## src/logic/afferent_pkg.sv

```systemverilog
package afferent_pkg;

    // plain vector types, widths that carry a meaning
    typedef logic [15:0] host_word_t;         // one host data word
    typedef logic [15:0] rate_t;              // afferent rate in pulses per second
    typedef logic [15:0] gain_t;              // Q8 gain, 256 is unity
    typedef logic [15:0] half_cnt_t;          // tick divider setting
    typedef logic signed [31:0] current_t;    // neuron input current and membrane
    typedef logic [15:0] count_t;             // spikes per 1 ms window
    typedef logic [15:0] trig_t;              // one load pulse per parameter register

    // trigger bit numbers on the host trigger vector
    localparam int TRIG_IA_GAIN   = 1;
    localparam int TRIG_IA_OFFSET = 3;
    localparam int TRIG_II_OFFSET = 6;
    localparam int TRIG_HALF_CNT  = 7;
    localparam int TRIG_II_GAIN   = 10;

    // register values after reset
    localparam rate_t     OFFSET_DEFAULT   = 16'd10;    // about the resting afferent rate
    localparam gain_t     GAIN_DEFAULT     = 16'd256;   // 1.0 in Q8
    localparam half_cnt_t HALF_CNT_DEFAULT = 16'd381;   // half real time on a 25 MHz clock

    // rate to current scaling
    localparam int GAIN_FRAC_BITS = 8;     // fraction bits of the gain
    localparam int CURRENT_SHIFT  = 6;     // integer rate to fixed point current

    // neuron model
    // threshold is 30 mV scaled by 1024
    localparam current_t THRESHOLD = 32'sd30720;
    localparam int LEAK_SHIFT = 4;         // leak is v/16 per tick

    // neuron ticks per 1 ms of simulated time
    localparam int TICKS_PER_MS = 128;
    localparam int TICK_CNT_W   = $clog2(TICKS_PER_MS);

endpackage

```

## src/logic/trigger_params.sv

```systemverilog
`timescale 1ns/100ps

module trigger_params import afferent_pkg::*; (
    input  logic       ep50trig,
    input  logic       reset_global,
    input  trig_t      trig,          // one-cycle load pulses, one bit per register
    input  host_word_t word_lo,       // value for all 16-bit registers
    input  host_word_t word_hi,       // upper word, reserved for wider fields
    output rate_t      ia_offset,
    output gain_t      ia_gain,
    output rate_t      ii_offset,
    output gain_t      ii_gain,
    output half_cnt_t  half_cnt
);

    // every register listens to its own trigger bit only
    // several bits in one cycle load several registers from the same word
    // word_hi stays unconnected until a 32-bit field is added
    always_ff @(posedge ep50trig) begin
        if (reset_global) begin
            ia_offset <= OFFSET_DEFAULT;
            ia_gain   <= GAIN_DEFAULT;      // unity gain
            ii_offset <= OFFSET_DEFAULT;
            ii_gain   <= GAIN_DEFAULT;
            half_cnt  <= HALF_CNT_DEFAULT;  // slow ticks until the host reloads
        end else begin
            // Ia channel
            if (trig[TRIG_IA_OFFSET]) begin
                ia_offset <= word_lo;
            end
            if (trig[TRIG_IA_GAIN]) begin
                ia_gain <= word_lo;          // Q8
            end

            // II channel
            if (trig[TRIG_II_OFFSET]) begin
                ii_offset <= word_lo;
            end
            if (trig[TRIG_II_GAIN]) begin
                ii_gain <= word_lo;          // Q8
            end

            // tick divider, used by tick_gen from its next compare
            if (trig[TRIG_HALF_CNT]) begin
                half_cnt <= word_lo;
            end
        end
    end

endmodule

```

## src/logic/tick_gen.sv

```systemverilog
`timescale 1ns/100ps

module tick_gen import afferent_pkg::*; (
    input  logic      ep50trig,
    input  logic      reset_global,
    input  half_cnt_t half_cnt,      // divider limit, tick period is half_cnt+1
    output logic      neuron_tick,   // one cycle per neuron update
    output logic      ms_tick        // one cycle per simulated millisecond
);

    half_cnt_t             div_cnt;   // runs 0..half_cnt
    logic [TICK_CNT_W-1:0] tick_cnt;  // neuron ticks inside the current ms
    logic                  div_wrap;

    // >= so that a smaller half_cnt loaded mid-count wraps right away
    assign div_wrap = (div_cnt >= half_cnt);

    always_ff @(posedge ep50trig) begin
        if (reset_global) begin
            div_cnt     <= '0;
            tick_cnt    <= '0;
            neuron_tick <= 1'b0;
            ms_tick     <= 1'b0;
        end else begin
            neuron_tick <= div_wrap;
            ms_tick     <= 1'b0;
            if (div_wrap) begin
                div_cnt <= '0;
                // last neuron tick of the window also carries the ms tick
                if (tick_cnt == TICK_CNT_W'(TICKS_PER_MS - 1)) begin
                    tick_cnt <= '0;
                    ms_tick  <= 1'b1;
                end else begin
                    tick_cnt <= tick_cnt + 1'b1;
                end
            end else begin
                div_cnt <= div_cnt + 1'b1;
            end
        end
    end

endmodule

```

## src/logic/rate_to_current.sv

```systemverilog
`timescale 1ns/100ps

module rate_to_current import afferent_pkg::*; (
    input  logic     ep50trig,
    input  logic     reset_global,
    input  rate_t    rate,      // afferent rate, pps
    input  rate_t    offset,    // resting rate to remove
    input  gain_t    gain,      // Q8
    output current_t current    // registered neuron input current
);

    rate_t       rate_diff;     // rate above offset, clamped at 0
    logic [31:0] gained;        // 16x16 product, still Q8
    logic [31:0] scaled;

    // below the offset the channel is silent, no negative current
    assign rate_diff = (rate > offset) ? rate - offset : '0;

    assign gained = 32'(rate_diff) * 32'(gain);

    // drop the gain fraction first, then move to the current fixed point
    // max result is below 2^30 so it stays positive as a signed value
    assign scaled = (gained >> GAIN_FRAC_BITS) << CURRENT_SHIFT;

    always_ff @(posedge ep50trig) begin
        if (reset_global) begin
            current <= '0;
        end else begin
            current <= current_t'(scaled);   // one cycle from rate or parameter
        end
    end

endmodule

```

## src/logic/spiking_neuron.sv

```systemverilog
`timescale 1ns/100ps

module spiking_neuron import afferent_pkg::*; (
    input  logic     ep50trig,
    input  logic     reset_global,
    input  logic     neuron_tick,   // membrane update enable
    input  current_t current,       // input current, held between ticks
    output logic     spike          // one-cycle pulse after a crossing tick
);

    current_t v;         // membrane, always below threshold after an update
    current_t leak;
    current_t v_next;    // candidate membrane for this tick
    logic     fire;

    // leaky integrate
    assign leak   = v >>> LEAK_SHIFT;           // arithmetic, v/16
    assign v_next = v + current - leak;
    assign fire   = (v_next >= THRESHOLD);

    always_ff @(posedge ep50trig) begin
        if (reset_global) begin
            v     <= '0;
            spike <= 1'b0;
        end else begin
            spike <= 1'b0;                      // pulse lasts one cycle
            if (neuron_tick) begin
                if (fire) begin
                    v     <= '0;                // reset to rest on firing
                    spike <= 1'b1;
                end else begin
                    v <= v_next;
                end
            end
        end
    end

endmodule

```

## src/logic/spike_counter.sv

```systemverilog
`timescale 1ns/100ps

module spike_counter import afferent_pkg::*; (
    input  logic   ep50trig,
    input  logic   reset_global,
    input  logic   spike,       // spike pulse from the neuron
    input  logic   ms_tick,     // window boundary
    output count_t count_out    // total of the last full window
);

    count_t run_cnt;    // spikes so far in this window
    count_t run_next;   // running count plus this cycle, saturated

    assign run_next = (spike && run_cnt != '1) ? run_cnt + 1'b1 : run_cnt;

    always_ff @(posedge ep50trig) begin
        if (reset_global) begin
            run_cnt   <= '0;
            count_out <= '0;
        end else if (ms_tick) begin
            count_out <= run_next;   // a spike on the tick still counts here
            run_cnt   <= '0;
        end else begin
            run_cnt <= run_next;
        end
    end

endmodule

```

## src/logic/afferent_rack.sv

```systemverilog
`timescale 1ns/100ps

module afferent_rack import afferent_pkg::*; (
    input  logic       ep50trig,
    input  logic       reset_global,
    input  trig_t      trig,       // host load pulses
    input  host_word_t word_lo,
    input  host_word_t word_hi,
    input  rate_t      rate_ia,    // Ia afferent rate, pps
    input  rate_t      rate_ii,    // II afferent rate, pps
    output logic       spike_ia,
    output logic       spike_ii,
    output count_t     count_ia,   // Ia spikes in the last ms
    output count_t     count_ii,
    output logic       ms_tick
);

    rate_t     ia_offset;
    gain_t     ia_gain;
    rate_t     ii_offset;
    gain_t     ii_gain;
    half_cnt_t half_cnt;
    logic      neuron_tick;
    current_t  ia_current;   // Ia neuron input
    current_t  ii_current;   // II neuron input

    // host parameters
    trigger_params params (
        .ep50trig     (ep50trig),
        .reset_global (reset_global),
        .trig         (trig),
        .word_lo      (word_lo),
        .word_hi      (word_hi),
        .ia_offset    (ia_offset),
        .ia_gain      (ia_gain),
        .ii_offset    (ii_offset),
        .ii_gain      (ii_gain),
        .half_cnt     (half_cnt)
    );

    tick_gen ticks (
        .ep50trig     (ep50trig),
        .reset_global (reset_global),
        .half_cnt     (half_cnt),
        .neuron_tick  (neuron_tick),
        .ms_tick      (ms_tick)      // also the window boundary for both counters
    );

    // Ia path
    rate_to_current ia_current_conv (
        .ep50trig     (ep50trig),
        .reset_global (reset_global),
        .rate         (rate_ia),
        .offset       (ia_offset),
        .gain         (ia_gain),
        .current      (ia_current)
    );

    spiking_neuron ia_neuron (
        .ep50trig     (ep50trig),
        .reset_global (reset_global),
        .neuron_tick  (neuron_tick),
        .current      (ia_current),
        .spike        (spike_ia)
    );

    spike_counter ia_counter (
        .ep50trig     (ep50trig),
        .reset_global (reset_global),
        .spike        (spike_ia),
        .ms_tick      (ms_tick),
        .count_out    (count_ia)
    );

    // II path, same blocks with its own parameters
    rate_to_current ii_current_conv (
        .ep50trig     (ep50trig),
        .reset_global (reset_global),
        .rate         (rate_ii),
        .offset       (ii_offset),
        .gain         (ii_gain),
        .current      (ii_current)
    );

    spiking_neuron ii_neuron (
        .ep50trig     (ep50trig),
        .reset_global (reset_global),
        .neuron_tick  (neuron_tick),
        .current      (ii_current),
        .spike        (spike_ii)
    );

    spike_counter ii_counter (
        .ep50trig     (ep50trig),
        .reset_global (reset_global),
        .spike        (spike_ii),
        .ms_tick      (ms_tick),
        .count_out    (count_ii)
    );

endmodule

```

## config.mk

```make
export PLATFORM = sky130hd
export DESIGN_NAME = afferent_rack
export DESIGN_NICKNAME = d
export VERILOG_FILES = /design/src/logic/afferent_pkg.sv /design/src/logic/trigger_params.sv /design/src/logic/tick_gen.sv /design/src/logic/rate_to_current.sv /design/src/logic/spiking_neuron.sv /design/src/logic/spike_counter.sv /design/src/logic/afferent_rack.sv
export SDC_FILE = /design/constraint.sdc
export NUM_CORES = 2
export LEC_CHECK = 0
export BUFFER_PORTS_ARGS = -buffer_cell sky130_fd_sc_hd__buf_2
export CAP_MARGIN = 20
export CORE_ASPECT_RATIO = 1.25
export CORE_MARGIN = 1.5
export CORE_UTILIZATION = 50
export DETAILED_ROUTE_END_ITERATION = 6
export MAX_ROUTING_LAYER = met4
export PLACE_DENSITY = 0.77
export SETUP_SLACK_MARGIN = 0.2
export SLEW_MARGIN = 10
export SYNTH_ARGS = -nofsm -noshare
export SYNTH_HDL_FRONTEND = slang
export SYNTH_SLANG_ARGS = --single-unit
export TNS_END_PERCENT = 10
```

## constraint.sdc

```tcl
create_clock -name ep50trig -period 14.3 [get_ports ep50trig]
set_input_delay 1.43 -clock ep50trig [delete_from_list [all_inputs] [get_ports ep50trig]]
set_output_delay 1.43 -clock ep50trig [all_outputs]
set_load 0.005 [all_outputs]
```

==> flow_summary.toml <==
[status]
status = "finished clean"

[logic_synthesis]
synth_top_area_share_pct = 26.0
yosys-top-cells-area = "fa_1, dfxtp_1, ha_1"
synth_most_common_cell = "inv_1"
synth_nets = 4800
netlist_area_um2 = 33700
ys_types = 84
yosysTopAreaCell = "fa_1"
ys_seq_elements = 283
synth_ff_type = "dfxtp_1"
synth_edf_count = 0
ys_top_cells_by_count = "inv_1, fa_1, nand2_1, ha_1, nor2_1"
yosys_warnings = 0
async_reset_ff_share_pct = 0
synth_seq_area_share_pct = 16.8
syn_avg_cell_area_um2 = 8.52
synth_cells = 3952

[clocking]
cts_root_buf = "clkbuf_16"
postCtsHoldBufs = 0
postCtsSetupBuffers = 0
cts_tree = "yes"
clock_path_buffers = 3
clk_pin_slew_ns = 0.06
clock_sinks = 283
htree_levels = 2
cts_buffers = 35
cts_resized = 0
clk_latency_ns = 0.55

[global_route]
grt_pass1_wl_mm = 134
overflow = 0
grt_pass1_vias = 27400
antenna_found_initial = 0
grtUsageTotal_pct = 24.3
grt_max_degree = 123

[pwr]
p_leak_nw = 17.3
power_density_nw_per_um2 = 149
ir_drop_v = 0.0000915

[placed_design]
dp.cells = 4787
hpwl_mm = 61.4
place_congestion = 0.935
io_buffers = 89

[critical_path]
path_common_cell = "fa_1"
r2r_cells = 28
timing.rr.end = "ii_current_conv.current[28]"
r2r_slack_ns = 5.08
worstPathArrival_ns = 10.32
cp-end-kind = "register"
critPathSlowestCell = "or3_1"
crit_required_ns = 14.74
slowest_delay_ns = 0.59
worstReg2RegStart = "params.ii_offset[1]"
crit_fanout = 16
start_kind = "primary input"
path_class = "primary input to register"

[finish]
fillers = 5940
n_antenna_cell = 0
stdcell_count = 4851
syn2layout_area_growth_pct = 7.71
postLayoutCoreUtil_pct = 54.4
nets = 4810
layout-drive-gt1-share_pct = 5.82

[hold_path]
min-delay-start = "ii_neuron.v[8]"
hold_path_end = "ii_neuron.v[8]"
min_path_type = "register to register"
min_path_cells = 1

[timing]
skew_ns = 0.0409
tightest_slew_ns = 0.998
drv_slew = 0
finalSetupViolations = 0
period_minus_slack_ns = 9.88
min_period_over_period_pct = 69.1
rsz0062_at_grt = "false"
relSlewSlack_pct = 33.5
hold_violations = 0
timing.hold.ws_ns = 0.465
fmax_mhz = 101
tns_ns = 0

[routing]
post_drt_wl_per_cell_um = 16.5
vias_per_cell = 5.53
drt_iter0_drc = 1281
routed_wl_mm = 80.2
num_vias = 26800
drc_errors = 0
final_antenna_net_count = 0
first_pass_iters = 6

[floorplan]
start_util_pct = 50.5
rows = 106
io_pins = 117
die_x_um = 235
core_um2 = 66700
die_area_um2 = 68900
fp.dieH_um = 293

[run]
drv_cap = 0
## worst max-delay path: cells and delay by family
family          cells  cell delay, ns
simple gates        3            1.03
fa+ha+maj           9            3.95
buf+inv             6            0.44
compound gates     17            3.46
## state kept, by name, summed over array words and instances (netlist names), 7 cells and up
| register | flops |
|---|---|
| params.half_cnt | 16 |
| ii_neuron.v | 32 |
| ia_counter.run_cnt | 16 |
| ia_current_conv.current | 24 |
| ticks.tick_cnt | 7 |
| ii_counter.run_cnt | 16 |
| ia_neuron.v | 32 |
| ia_counter.count_out | 16 |
| params.ia_gain | 16 |
| params.ia_offset | 16 |
| params.ii_gain | 16 |
| ticks.div_cnt | 16 |
| ii_current_conv.current | 24 |
| ii_counter.count_out | 16 |
| params.ii_offset | 16 |
## logic make-up (layout without fill, tap and decap cells)
family / Yosys count / in the layout / synth area share, %
simple gates: 1245 / 1245 / 17.9
fa+ha+maj: 766 / 766 / 38.2
mux: 83 / 83 / 2.48
buf+inv: 883 / 918 / 9.88
xor+xnor: 148 / 148 / 3.87
compound gates: 544 / 544 / 10.9
flops: 283 / 283 / 16.8
## power by group
part | internal (mW) | switching, mW | leakage [nW]
Combinational | 1.40 | 2.12 | 14.4
Sequential | 0.854 | 0.0433 | 2.31
Clock | 0.626 | 0.357 | 0.609
## through the flow
step / setup slack, ns / instance area [um^2] / power (mW)
6_report: 4.42 / 36300 / 5.40
5_1_grt: 4.02 / 36300 / 5.90
4_1_cts: 4.47 / 36200 / 5.40
3_5_place_dp: 3.92 / 35000 / 4.39
3_3_place_gp: 4.04 / 35000 / 4.32
2_1_floorplan: 4.90 / 33700 / 3.59
## layout by cell type (no fill, tap or decap), types with 80 or more instances in the layout
master and instances:
inv_1 721, a21oi_1 140, nand2_1 405, and2_1 193
mux2i_1 80, ha_1 328, fa_1 438, nor2_1 297
o21ai_0 84, buf_2 88, dfxtp_1 282, nand3_1 81
## worst max-delay path by stage
stage,endpoint,slack [ns],start,depth (start not counted)
after CTS,ii_current_conv.current[28],4.47,rate_ii[1],28
after detailed placement,ii_current_conv.current[28],3.92,rate_ii[1],28
after floorplan,ia_current_conv.current[29],4.90,rate_ia[0],35
after global placement,ii_current_conv.current[28],4.04,rate_ii[1],28
final,ia_current_conv.current[29],4.42,rate_ia[0],35
after global routing,ia_current_conv.current[29],4.02,rate_ia[0],35
## layout make-up
type                            count  area (um^2)  share of cell area, %
Tap cell                          864         1080                   2.98
Clock buffer                       45          973                   2.68
Inverter                          722         2710                   7.47
Timing Repair Buffer              134          813                   2.24
Multi-Input combinational cell   2786        24700                   68.2
Sequential cell                   283         5670                   15.6
Clock inverter                     17          305                  0.842
## routing by layer
metal,wire [um],track usage (%),share of wire [%],up-vias
met4,3390,10.1,4.2,0
met1,32100,28.2,40,12900
li1,-,-,-,12800
met3,5350,3.74,6.7,249
met2,39400,42.0,49,919
met5,0,-,0,-
Power figures use the tool's default switching activity.
